**config.mk**
```make
export PLATFORM = sky130hd
export DESIGN_NAME = buffers_flat
export DESIGN_NICKNAME = d
export VERILOG_FILES = /design/src/rtl/noc_pkg.sv /design/src/rtl/buffers_if.sv /design/src/rtl/buffers.sv /design/src/rtl/flit_counter.sv /design/src/rtl/flit_fifo.sv /design/src/flat_wrapper.sv
export SDC_FILE = /design/constraint.sdc
export NUM_CORES = 1
export LEC_CHECK = 0
export ABC_CLOCK_PERIOD_IN_PS = 2400
export BUFFER_PORTS_ARGS = -buffer_cell sky130_fd_sc_hd__buf_2
export CAP_MARGIN = 25
export CORE_MARGIN = 5
export CORE_UTILIZATION = 55
export DETAILED_ROUTE_END_ITERATION = 10
export GPL_TIMING_DRIVEN = 0
export PLACE_DENSITY = 0.73
export SYNTH_ARGS = -nofsm -noshare
export SYNTH_HDL_FRONTEND = slang
export SYNTH_HIERARCHICAL = 1
export SYNTH_SLANG_ARGS = --single-unit
```
**constraint.sdc**
```tcl
create_clock -name CLK -period 2.4 [get_ports CLK]
set_input_delay 0 -clock CLK [delete_from_list [all_inputs] [get_ports CLK]]
set_output_delay 0 -clock CLK [all_outputs]
set_load 0.005 [all_outputs]
```
**src/rtl/noc_pkg.sv**
```systemverilog
package noc_pkg;

    localparam int NUM_OUTPORTS = 5;
    localparam int PKT_LENGTH_WIDTH = 8;

    typedef enum logic [2:0] {
        PORT_LOCAL = 3'd0,
        PORT_EAST  = 3'd1,
        PORT_WEST  = 3'd2,
        PORT_NORTH = 3'd3,
        PORT_SOUTH = 3'd4
    } port_t;

    typedef struct packed {
        logic [3:0]                  dest_x;
        logic [3:0]                  dest_y;
        logic [PKT_LENGTH_WIDTH-1:0] length;
        logic [15:0]                 tag;
    } head_fields_t;

    // the first flit of a packet reads its payload as a head, all later flits as data.
    typedef union packed {
        head_fields_t head;
        logic [31:0]  data;
    } flit_payload_u;

    typedef struct packed {
        logic          head;
        flit_payload_u payload;
    } flit_t;

    typedef enum logic [1:0] {
        IDLE,
        ROUTING,
        VC_ALLOCATION,
        ACTIVE
    } buf_state_t;

    // a length of zero still describes a packet of one flit.
    function automatic logic [PKT_LENGTH_WIDTH-1:0] expected_num_flits(
        input flit_payload_u payload
    );
        if (payload.head.length == '0) begin
            return PKT_LENGTH_WIDTH'(1);
        end
        return payload.head.length;
    endfunction

endpackage

```
**src/rtl/buffers_if.sv**
```systemverilog
`timescale 1ns/1ps

interface buffers_if #(
    parameter int NUM_BUFFERS = 2
);
    logic [NUM_BUFFERS-1:0]             req_routing;
    logic [NUM_BUFFERS-1:0]             req_vc;
    logic [NUM_BUFFERS-1:0]             req_switch;
    noc_pkg::port_t [NUM_BUFFERS-1:0]   outport_sel;
    logic [NUM_BUFFERS-1:0]             vc_sel;
    logic [NUM_BUFFERS-1:0]             empty;
    logic [NUM_BUFFERS-1:0]             pkt_release;
    noc_pkg::flit_t [NUM_BUFFERS-1:0]   rdata;

    logic [NUM_BUFFERS-1:0]             routing_granted;
    noc_pkg::port_t                     routing_outport;
    logic [NUM_BUFFERS-1:0]             vc_granted;
    logic                               vc_selection;
    logic [NUM_BUFFERS-1:0]             REN;

    modport buffs (
        output req_routing, req_vc, req_switch, outport_sel, vc_sel,
        output empty, pkt_release, rdata,
        input  routing_granted, routing_outport, vc_granted, vc_selection, REN
    );

    modport route (
        input  req_routing, rdata,
        output routing_granted, routing_outport
    );

    modport vcalloc (
        input  req_vc, outport_sel, vc_sel, pkt_release,
        output vc_granted, vc_selection
    );

    modport switch (
        input  req_switch, empty, outport_sel, vc_sel, rdata,
        output REN
    );

endinterface

```
**src/rtl/buffers.sv**
```systemverilog
`timescale 1ns/1ps

module buffers #(
    parameter int NUM_BUFFERS = 2,
    parameter int DEPTH = 4
) (
    input  logic                           CLK,
    input  logic                           nRST,
    input  logic                           in_valid,
    input  logic [$clog2(NUM_BUFFERS)-1:0] in_vc,
    input  noc_pkg::flit_t                 in_flit,
    output logic [NUM_BUFFERS-1:0]         buf_full,
    buffers_if.buffs                       buf_if
);
    localparam int CW = $clog2(DEPTH + 1);
    localparam int LW = noc_pkg::PKT_LENGTH_WIDTH;

    noc_pkg::buf_state_t [NUM_BUFFERS-1:0] state;
    noc_pkg::port_t [NUM_BUFFERS-1:0]      outport_q;
    logic [NUM_BUFFERS-1:0]                vc_q;
    logic [NUM_BUFFERS-1:0]                wen;
    logic [NUM_BUFFERS-1:0]                load_en;
    logic [NUM_BUFFERS-1:0]                done;
    logic [NUM_BUFFERS-1:0][CW-1:0]        count;
    logic [NUM_BUFFERS-1:0][LW-1:0]        load_val;

    for (genvar i = 0; i < NUM_BUFFERS; i++) begin : g_buf
        flit_fifo #(
            .DEPTH(DEPTH)
        ) u_fifo (
            .CLK   (CLK),
            .nRST  (nRST),
            .WEN   (wen[i]),
            .REN   (buf_if.REN[i]),
            .wdata (in_flit),
            .rdata (buf_if.rdata[i]),
            .empty (buf_if.empty[i]),
            .full  (buf_full[i]),
            .count (count[i])
        );

        flit_counter u_counter (
            .CLK          (CLK),
            .nRST         (nRST),
            .count_enable (buf_if.REN[i]),
            .load_en      (load_en[i]),
            .load_val     (load_val[i]),
            .done         (done[i])
        );

        // a new packet must open with its head flit.
        assert property (@(posedge CLK) disable iff (!nRST)
            (wen[i] && state[i] == noc_pkg::IDLE && buf_if.empty[i]) |-> in_flit.head)
            else $error("buffers: packet on buffer %0d starts without a head", i);
    end

    always_comb begin
        for (int i = 0; i < NUM_BUFFERS; i++) begin
            wen[i]     = in_valid && (int'(in_vc) == i);
            load_en[i] = (state[i] == noc_pkg::IDLE) && (wen[i] || count[i] != '0);
            // a queued head takes priority over the one being written.
            if (count[i] != '0) begin
                load_val[i] = noc_pkg::expected_num_flits(buf_if.rdata[i].payload);
            end else begin
                load_val[i] = noc_pkg::expected_num_flits(in_flit.payload);
            end
            buf_if.req_routing[i] = (state[i] == noc_pkg::ROUTING);
            buf_if.req_vc[i]      = (state[i] == noc_pkg::VC_ALLOCATION);
            buf_if.req_switch[i]  = (state[i] == noc_pkg::ACTIVE) && !done[i];
        end
        buf_if.outport_sel = outport_q;
        buf_if.vc_sel      = vc_q;
        buf_if.pkt_release = done;
    end

    always_ff @(posedge CLK, negedge nRST) begin
        if (!nRST) begin
            for (int i = 0; i < NUM_BUFFERS; i++) begin
                state[i]     <= noc_pkg::IDLE;
                outport_q[i] <= noc_pkg::PORT_LOCAL;
                vc_q[i]      <= 1'b0;
            end
        end else begin
            for (int i = 0; i < NUM_BUFFERS; i++) begin
                case (state[i])
                    noc_pkg::IDLE: begin
                        if (load_en[i]) begin
                            state[i] <= noc_pkg::ROUTING;
                        end
                    end
                    noc_pkg::ROUTING: begin
                        if (buf_if.routing_granted[i]) begin
                            outport_q[i] <= buf_if.routing_outport;
                            state[i]     <= noc_pkg::VC_ALLOCATION;
                        end
                    end
                    noc_pkg::VC_ALLOCATION: begin
                        if (buf_if.vc_granted[i]) begin
                            vc_q[i]  <= buf_if.vc_selection;
                            state[i] <= noc_pkg::ACTIVE;
                        end
                    end
                    default: begin
                        if (done[i]) begin
                            state[i] <= noc_pkg::IDLE;
                        end
                    end
                endcase
            end
        end
    end

endmodule

```
**src/rtl/flit_counter.sv**
```systemverilog
`timescale 1ns/1ps

module flit_counter (
    input  logic                                  CLK,
    input  logic                                  nRST,
    input  logic                                  count_enable,
    input  logic                                  load_en,
    input  logic [noc_pkg::PKT_LENGTH_WIDTH-1:0]  load_val,
    output logic                                  done
);
    logic [noc_pkg::PKT_LENGTH_WIDTH-1:0] limit;
    logic [noc_pkg::PKT_LENGTH_WIDTH-1:0] count;
    logic [noc_pkg::PKT_LENGTH_WIDTH-1:0] count_next;

    assign count_next = count + 1'b1;

    always_ff @(posedge CLK, negedge nRST) begin
        if (!nRST) begin
            limit <= '0;
            count <= '0;
            done  <= 1'b0;
        end else begin
            done <= 1'b0;
            if (load_en) begin
                limit <= load_val;
                count <= '0;
            end else if (count_enable) begin
                // the read of the last flit closes the packet.
                if (count_next == limit) begin
                    count <= '0;
                    done  <= 1'b1;
                end else begin
                    count <= count_next;
                end
            end
        end
    end

endmodule

```
**src/rtl/flit_fifo.sv**
```systemverilog
`timescale 1ns/1ps

module flit_fifo #(
    parameter int DEPTH = 4
) (
    input  logic                       CLK,
    input  logic                       nRST,
    input  logic                       WEN,
    input  logic                       REN,
    input  noc_pkg::flit_t             wdata,
    output noc_pkg::flit_t             rdata,
    output logic                       empty,
    output logic                       full,
    output logic [$clog2(DEPTH+1)-1:0] count
);
    localparam int AW = (DEPTH > 1) ? $clog2(DEPTH) : 1;
    localparam int CW = $clog2(DEPTH + 1);

    noc_pkg::flit_t mem [DEPTH];
    logic [AW-1:0]  wptr;
    logic [AW-1:0]  rptr;

    function automatic logic [AW-1:0] next_ptr(input logic [AW-1:0] ptr);
        if (ptr == AW'(DEPTH - 1)) begin
            return '0;
        end
        return ptr + 1'b1;
    endfunction

    always_ff @(posedge CLK) begin
        if (WEN) begin
            mem[wptr] <= wdata;
        end
    end

    always_ff @(posedge CLK, negedge nRST) begin
        if (!nRST) begin
            wptr  <= '0;
            rptr  <= '0;
            count <= '0;
        end else begin
            if (WEN) begin
                wptr <= next_ptr(wptr);
            end
            if (REN) begin
                rptr <= next_ptr(rptr);
            end
            case ({WEN, REN})
                2'b10:   count <= count + 1'b1;
                2'b01:   count <= count - 1'b1;
                default: count <= count;
            endcase
        end
    end

    // the oldest entry is always visible.
    assign rdata = mem[rptr];
    assign empty = (count == '0);
    assign full  = (count == CW'(DEPTH));

    assert property (@(posedge CLK) disable iff (!nRST) WEN |-> !full)
        else $error("flit_fifo: write to a full FIFO");

    assert property (@(posedge CLK) disable iff (!nRST) REN |-> !empty)
        else $error("flit_fifo: read from an empty FIFO");

endmodule

```
**src/flat_wrapper.sv**
```systemverilog
// flat-port wrapper written by rule: the top's interface ports become plain ports
module buffers_flat 
#(
    parameter int NUM_BUFFERS = 2,
    parameter int DEPTH = 4
)
  (CLK, nRST, in_valid, in_vc, in_flit, buf_full, buf_if_req_routing, buf_if_req_vc, buf_if_req_switch, buf_if_outport_sel, buf_if_vc_sel, buf_if_empty, buf_if_pkt_release, buf_if_rdata, buf_if_routing_granted, buf_if_routing_outport, buf_if_vc_granted, buf_if_vc_selection, buf_if_REN);
  buffers_if #(.NUM_BUFFERS(NUM_BUFFERS)) buf_if_i ();
  input  logic CLK;
  input  logic nRST;
  input  logic in_valid;
  input  logic [$clog2(NUM_BUFFERS)-1:0] in_vc;
  input  noc_pkg::flit_t in_flit;
  output logic [NUM_BUFFERS-1:0] buf_full;
  output wire logic [$bits(buf_if_i.req_routing)-1:0] buf_if_req_routing;
  output wire logic [$bits(buf_if_i.req_vc)-1:0] buf_if_req_vc;
  output wire logic [$bits(buf_if_i.req_switch)-1:0] buf_if_req_switch;
  output wire logic [$bits(buf_if_i.outport_sel)-1:0] buf_if_outport_sel;
  output wire logic [$bits(buf_if_i.vc_sel)-1:0] buf_if_vc_sel;
  output wire logic [$bits(buf_if_i.empty)-1:0] buf_if_empty;
  output wire logic [$bits(buf_if_i.pkt_release)-1:0] buf_if_pkt_release;
  output wire logic [$bits(buf_if_i.rdata)-1:0] buf_if_rdata;
  input wire logic [$bits(buf_if_i.routing_granted)-1:0] buf_if_routing_granted;
  input wire logic [$bits(buf_if_i.routing_outport)-1:0] buf_if_routing_outport;
  input wire logic [$bits(buf_if_i.vc_granted)-1:0] buf_if_vc_granted;
  input wire logic [$bits(buf_if_i.vc_selection)-1:0] buf_if_vc_selection;
  input wire logic [$bits(buf_if_i.REN)-1:0] buf_if_REN;
  assign buf_if_req_routing = buf_if_i.req_routing;
  assign buf_if_req_vc = buf_if_i.req_vc;
  assign buf_if_req_switch = buf_if_i.req_switch;
  assign buf_if_outport_sel = buf_if_i.outport_sel;
  assign buf_if_vc_sel = buf_if_i.vc_sel;
  assign buf_if_empty = buf_if_i.empty;
  assign buf_if_pkt_release = buf_if_i.pkt_release;
  assign buf_if_rdata = buf_if_i.rdata;
  assign buf_if_i.routing_granted = buf_if_routing_granted;
  assign buf_if_i.routing_outport = buf_if_routing_outport;
  assign buf_if_i.vc_granted = buf_if_vc_granted;
  assign buf_if_i.vc_selection = buf_if_vc_selection;
  assign buf_if_i.REN = buf_if_REN;
  buffers #(.NUM_BUFFERS(NUM_BUFFERS), .DEPTH(DEPTH)) u_core (.CLK(CLK), .nRST(nRST), .in_valid(in_valid), .in_vc(in_vc), .in_flit(in_flit), .buf_full(buf_full), .buf_if(buf_if_i));
endmodule
```
# ---- Yosys cells after proc, flatten, opt, wreduce, memory -nomap -nowiden
# Memories as Yosys holds them, arrays and structs flattened.
# Index checks and enable logic that the tools add are counted.
dict set report word_totals {
  register_bits 60
  ram_bits 264
  in_bits 47
  output_inout_bits 86
  elab_cells 146
  mem_count 2
}
dict set report classes {
  n_addsub 10
  n_eq_ne 24
  mux 60
  n_bitwise 1
  n_reduce_logical 31
}
# name words width read_ports rd_ports_with_merged_regs write_ports line
set mem_list {}
lappend mem_list {{u_core.g_buf[0].u_fifo.mem} 4 33 1 0 1 flit_fifo.sv:19} ;# noc_pkg::flit_t mem [DEPTH];
lappend mem_list {{u_core.g_buf[1].u_fifo.mem} 4 33 1 0 1 flit_fifo.sv:19}
# operator count
set op_table {}
lappend op_table {{$mux W8} 15}
lappend op_table {{$mux W2} 16}
lappend op_table {{$mux W1} 25}
lappend op_table {{$logic_not A8 Y1} 3}
lappend op_table {{$eq A2 B2 Y1 const B} 10}
lappend op_table {{$add A8 B1 Y8 const B} 2}
lappend op_table {{$eq A8 B8 Y1} 2}
lappend op_table {{$pmux W2 S3} 2}
lappend op_table {{$pmux W3 S2} 2}
lappend op_table {{$add A2 B1 Y2 const B} 4}
lappend op_table {{$eq A2 B1 Y1 const B} 4}
lappend op_table {{$ne A2 B1 Y1 const B} 4}
lappend op_table {{$reduce_and A2 Y1} 4}
lappend op_table {{$reduce_and A4 Y1} 2}
lappend op_table {{$reduce_bool A2 Y1} 4}
lappend op_table {{$reduce_bool A4 Y1} 2}
lappend op_table {{$add A3 B1 Y3 const B} 2}
lappend op_table {{$eq A3 B3 Y1 const B} 2}
lappend op_table {{$logic_and A1 B1 Y1} 6}
lappend op_table {{$logic_not A3 Y1} 2}
lappend op_table {{$reduce_bool A3 Y1} 2}
lappend op_table {{$sub A3 B1 Y3 const B} 2}
lappend op_table {{$logic_not A2 Y1} 2}
lappend op_table {{$ne A2 B2 Y1 const B} 2}
lappend op_table {{other kinds (3)} 5}

# ---- Depth between registers and ports, before layout
dict set report depth {
  ltp_word 6
  depth_mapped 9
  mapped_depth_nobuf 9
}

# ---- Cells and area by module
# Netlist, hierarchy kept.
# mod instances cells_each area_per_inst_um2 seq_area_each_um2
set modules_own_cells {}
lappend modules_own_cells {flit_fifo 2 211 5232.5 4139.0}
lappend modules_own_cells {flit_counter 2 102 1066.0 425.4}
lappend modules_own_cells {buffers 1 90 940.9 300.3}

# ---- Least setup slack after synthesis
# Ideal clock, no wire load.
dict set report synth_timing {
  path_kind {register -> register}
  startpoint {register u_core/g_buf[0].u_counter/count[0] (netlist name)}
  endpoint {register u_core/g_buf[0].u_counter/count[1] (netlist name)}
  setup_ns 0.148
  t_arrival_ns 1.752
  t_required_ns 2.252
  setup_slack_ns 0.500
  path_stages_with_launch 7
  synth_period_minus_slack_ns 1.900
  path_cell_list {dfrtp_1 -> ha_1 -> nand3_1 -> o21ai_0 -> nand3b_1 -> nor4_4 -> o32ai_1}
}
dict set report synth_via {
  elab_chain_cells 5
}
# item line
set synth_lines {}
lappend synth_lines {{from (decl)} flit_counter.sv:12} ;# logic [noc_pkg::PKT_LENGTH_WIDTH-1:0] count;
lappend synth_lines {{from (signal assigned)} flit_counter.sv:33} ;# count <= count_next;
lappend synth_lines {{$add A8 B1 Y8 *} flit_counter.sv:15} ;# assign count_next = count + 1'b1;
lappend synth_lines {{$eq A8 B8 Y1} flit_counter.sv:29} ;# if (count_next == limit) begin
lappend synth_lines {{$mux W8 *} flit_counter.sv:29}
lappend synth_lines {{$mux W8 *} flit_counter.sv:27} ;# end else if (count_enable) begin
lappend synth_lines {{$mux W8 *} flit_counter.sv:24} ;# if (load_en) begin
# Mark *: on every way between the ends. The rest lies on a longest branch, timed or not. The select of a mux whose other input is x is not followed.
# A chain may end at the register's enable or synchronous reset.

# ---- Worst setup path in the final report
dict set report layout_timing {
  startpoint {register u_core.g_buf[0].u_fifo.count[0]}
  endpoint {register u_core/g_buf[0].u_counter/count[6] (netlist name)}
}
dict set report layout_via {
  elab_chain_cells 4
  word_cells_on_any_way 5
  classes_between {mux: 1; reduce/logical: 4}
}
# item line
set layout_lines {}
lappend layout_lines {{from (decl)} flit_fifo.sv:14} ;# output logic [$clog2(DEPTH+1)-1:0] count
lappend layout_lines {{from (signal assigned)} flit_fifo.sv:49} ;# 2'b10: count <= count + 1'b1;
lappend layout_lines {{from (signal assigned)} flit_fifo.sv:50} ;# 2'b01: count <= count - 1'b1;
lappend layout_lines {{from (signal assigned)} flit_fifo.sv:51} ;# default: count <= count;
lappend layout_lines {{$reduce_bool A3 Y1 *} buffers.sv:60} ;# load_en[i] = (state[i] == noc_pkg::IDLE) && (wen[i] || count[i] != '0);
lappend layout_lines {{$logic_or A1 B1 Y1 *} buffers.sv:60}
lappend layout_lines {{$logic_and A1 B1 Y1 *} buffers.sv:60}
lappend layout_lines {{net u_core.load_en[0]} buffers.sv:22} ;# logic [NUM_BUFFERS-1:0] load_en;
lappend layout_lines {{$mux W8 or $reduce_bool A2 Y1 (tied branches)} n/a}
# Mark *: on every way through the listed nets, which the timed path passes. The rest lies on a longest branch.

==> results.md <==
* Max_slew headroom at 58.0%
* Min Tclk post-route at 2.15 ns
* Syn Inst Count at 716
* Clk network pwr share at 26.4%
* Final setup margin at 0.254 ns
* Max VDD drop at 0.860 mV
* Slew Viols, Final at 0
* Async SR Flop Fraction at 18.5%
* PD cells at 1180 nW/µm²
* Most frequent cells after synthesis: edfxtp_1 (264), dfrtp_1 (60), mux4_2 (56)
* Synth unique cells at 52
* CTS buffer count at 35
* Worst Setup Start Kind: flop
* Tightest Hold Check Type: in2async
* N_diodes at 0
* Final layout net count at 1018
* Max capacitance violation total at 0
* Initial Utilization at 55.8%
* Worst-Margin Slew at 0.630 ns
* Most frequent cell after synthesis: edfxtp_1
* CP max FO at 10
* DIE AREA at 27900 µm²
* Crit path DAT at 2.54 ns
* Layout overhead on the synthesized area at 21.1%
* Clk buf depth at 3
* Reg power frac at 38.9%
* Top-area cell type share of the netlist area at 58.6%
* Main area contributors after synthesis: edfxtp_1 (59%), dfrtp_1 (11%), mux4_2 (9.3%), mux2_2 (3.6%), ha_1 (2.0%)
* Setup-violating endpoint count in the final report at 0
* Switch Pwr at 5.95 mW
* DIE WIDTH at 167 µm
* Largest net degree at the start of global routing at 38
* Overflow after GRT at 0
* Die height at 167 µm
* Pwr Total at 19.3 mW
* Vias in the first global route at 7918
* Place WS at 0.106 ns
* Vias per inst at 5.78
* I/O Buffers at 132
* DR WL/cell at 22.5 µm
* Root Buffer: clkbuf_16
* CTS resizes at 0
* Skew-Pair Late Insertion Delay at 0.52 ns
* Clock transition at the registers of the reported paths at 0.06 ns
* Syn_nets at 787
* Final WL at 29100 µm
* Core footprint at 24200 µm²
* R2R Path Start: u_core/g_buf[0].u_fifo/count[0]
* Static leakage at 6.03 nW
* Sequential fraction of the synthesis area at 69.6%
* Antenna Nets Post-Route at 0
* Final Hold Violating Endpoints at 0
* Worst R2R Path Depth at 7
* Setup Skew at 0.0225 ns
* Worst Setup End Kind: flop
* First-pass iteration count of the detailed router at 5
* Ys flop type: edfxtp_1
* DP HPWL at 18600 µm
* Crit Reg-Reg Endpoint: u_core/g_buf[0].u_counter/count[6]
* Layout Utilization at 67.6%
* Rows at 57
* CTS tree: yes
* Run status: completed
* I/O pin count at 133
* Cell area after synthesis at 13500 µm²
* Synth warn at 6
* Drc violations at 0
* Seq cells post-synth at 324
* Power share of the combinational group at 34.7%
* DR vias at 7482
* Critical Setup Path Class: reg2reg
* Total GRT Usage at 20.9%
* H-Tree Depth at 2
* Post-synth EDFFs at 264
* Initial antenna violation count at 0
* Share of cells above drive strength 1 at 35.2%
* 1st-iter DRT viols at 522
* Flop-to-flop setup slack at 0.25 ns
* First-pass GRT wire length at 45300 µm
* Setup TNS at 0 ns
* F_max at 466 MHz
* Data required, critical path at 2.80 ns
* Switching share of power at 30.9%
* Power Internal at 13.3 mW
* Post-synth top area cell: edfxtp_1
* RSZ-0062 raised after global routing: no
* Final period util at 89.4%
* Avg Inst Size Synth at 18.9 µm²
* CTS sink cnt at 324
* Routability cong. at 0.867
[cell type report]
cell class                 instances  area, µm²
fill                            1564       7850
inverter                          23       86.3
buffer                            30        298
multi-input combinational        339       3730
sequential                       324       9430
clock inverter                    17        164
tap                              324        405
timing repair buffer             194       1360
clock buffer                      44        920
[cell usage in the layout, fill, tap and decap left out, types with 6 or more instances in the layout]
cell	netlist	layout
dfrtp_1	60	60
nor2b_1	9	9
and2_2	0	8
edfxtp_1	264	264
nand2_1	27	27
o21ai_0	10	10
mux4_2	56	56
buf_6	6	6
dlygate4sd3_1	0	50
nand3b_1	8	8
clkbuf_16	0	35
a21oi_1	11	11
nor2_1	17	17
mux2i_1	11	11
mux4_1	10	10
buf_4	8	11
nor4b_1	6	6
xnor2_1	8	8
buf_2	10	142
buf_12	6	15
o31ai_1	12	12
clkbuf_1	0	8
mux2_2	43	43
nor3_1	13	13
ha_1	22	22
inv_1	23	23
xor2_1	12	12
[through the flow]
stage	area, µm²	instances	hold WS, ns
2_1_floorplan	13500	716	-0.296
3_3_place_gp	14600	1172	0.250
3_5_place_dp	14800	1181	0.0412
4_1_cts	16400	1292	0.0296
5_1_grt	16400	1295	0.0979
6_report	16400	1295	0.0439
[worst max-delay path by stage]
| stage | start | endpoint | slack (ns) | cells after the start |
|---|---|---|---|---|
| final | u_core/g_buf[0].u_fifo/count[0] | u_core/g_buf[0].u_counter/count[6] | 0.25 | 7 |
| after global routing | u_core/g_buf[0].u_fifo/count[0] | u_core/g_buf[0].u_counter/count[5] | 0.08 | 7 |
| after CTS | u_core/g_buf[0].u_counter/count[0] | u_core/g_buf[0].u_counter/count[1] | 0.07 | 6 |
| after detailed placement | u_core/g_buf[0].u_counter/count[0] | u_core/g_buf[0].u_counter/count[1] | 0.11 | 6 |
| after global placement | u_core/g_buf[1].u_fifo/wptr[0] | u_core/g_buf[1].u_fifo/mem[2][10] | -0.11 | 3 |
| after floorplan | u_core/g_buf[0].u_counter/count[0] | u_core/g_buf[0].u_counter/count[1] | 0.50 | 6 |
[worst max-delay path, cell delays in order, from the launching register on]
cell and delay (ns):
dfrtp_1 0.42, nor3_1 0.36, buf_2 0.33, a21boi_0 0.16, buf_6 0.18, nor2_1 0.39
nand2_1 0.11, o31ai_1 0.09
[power by group through the flow]
stage | registers [mW] | clock network, mW | logic, mW
global placement | 7.55 | 0 | 6.24
finish | 7.50 | 5.08 | 6.70
detailed placement | 7.60 | 0 | 6.57
CTS | 7.49 | 5.17 | 6.75
floorplan | 7.47 | 0 | 4.47
global route | 7.58 | 5.42 | 7.28
[sequential cells by signal (all words and copies together), names as in the netlist]
register and count:
u_core/g_buf.u_fifo/wptr 4, u_core/buf_if.vc_sel 2, u_core/g_buf.u_counter/count 16, u_core/g_buf.u_fifo/mem 264, u_core/g_buf.u_counter/limit 16, u_core/buf_if.outport_sel 6
u_core/g_buf.u_fifo/count 6, u_core/state 4, u_core/g_buf.u_counter/done 2, u_core/g_buf.u_fifo/rptr 4
[cell families after synthesis]
| family | synth area share, % |
|---|---|
| DFF | 69.6 |
| and+or+nand+nor | 5.64 |
| muxes | 15.8 |
| buffers and inverters | 2.84 |
| AOI/OAI and AO/OA | 2.50 |
| adders and majority gates | 2.33 |
| xor gates and xnor gates | 1.29 |
[per-layer routing]
metal	vias to the layer above	share of wire (%)	GRT usage [%]
met5	-	0	0
met4	0	2.0	5.62
met3	40	7.2	4.57
met2	299	49	34.6
met1	3829	41	28.5
li1	3314	-	-
[repair_timing]
item,CTS,global route
hold buffers,50,0
endpoints found under the hold margin,349,0
endpoints found under the setup margin,0,18
buffers inserted,0,3
Note: power is estimated with default switching activity, not from simulation.
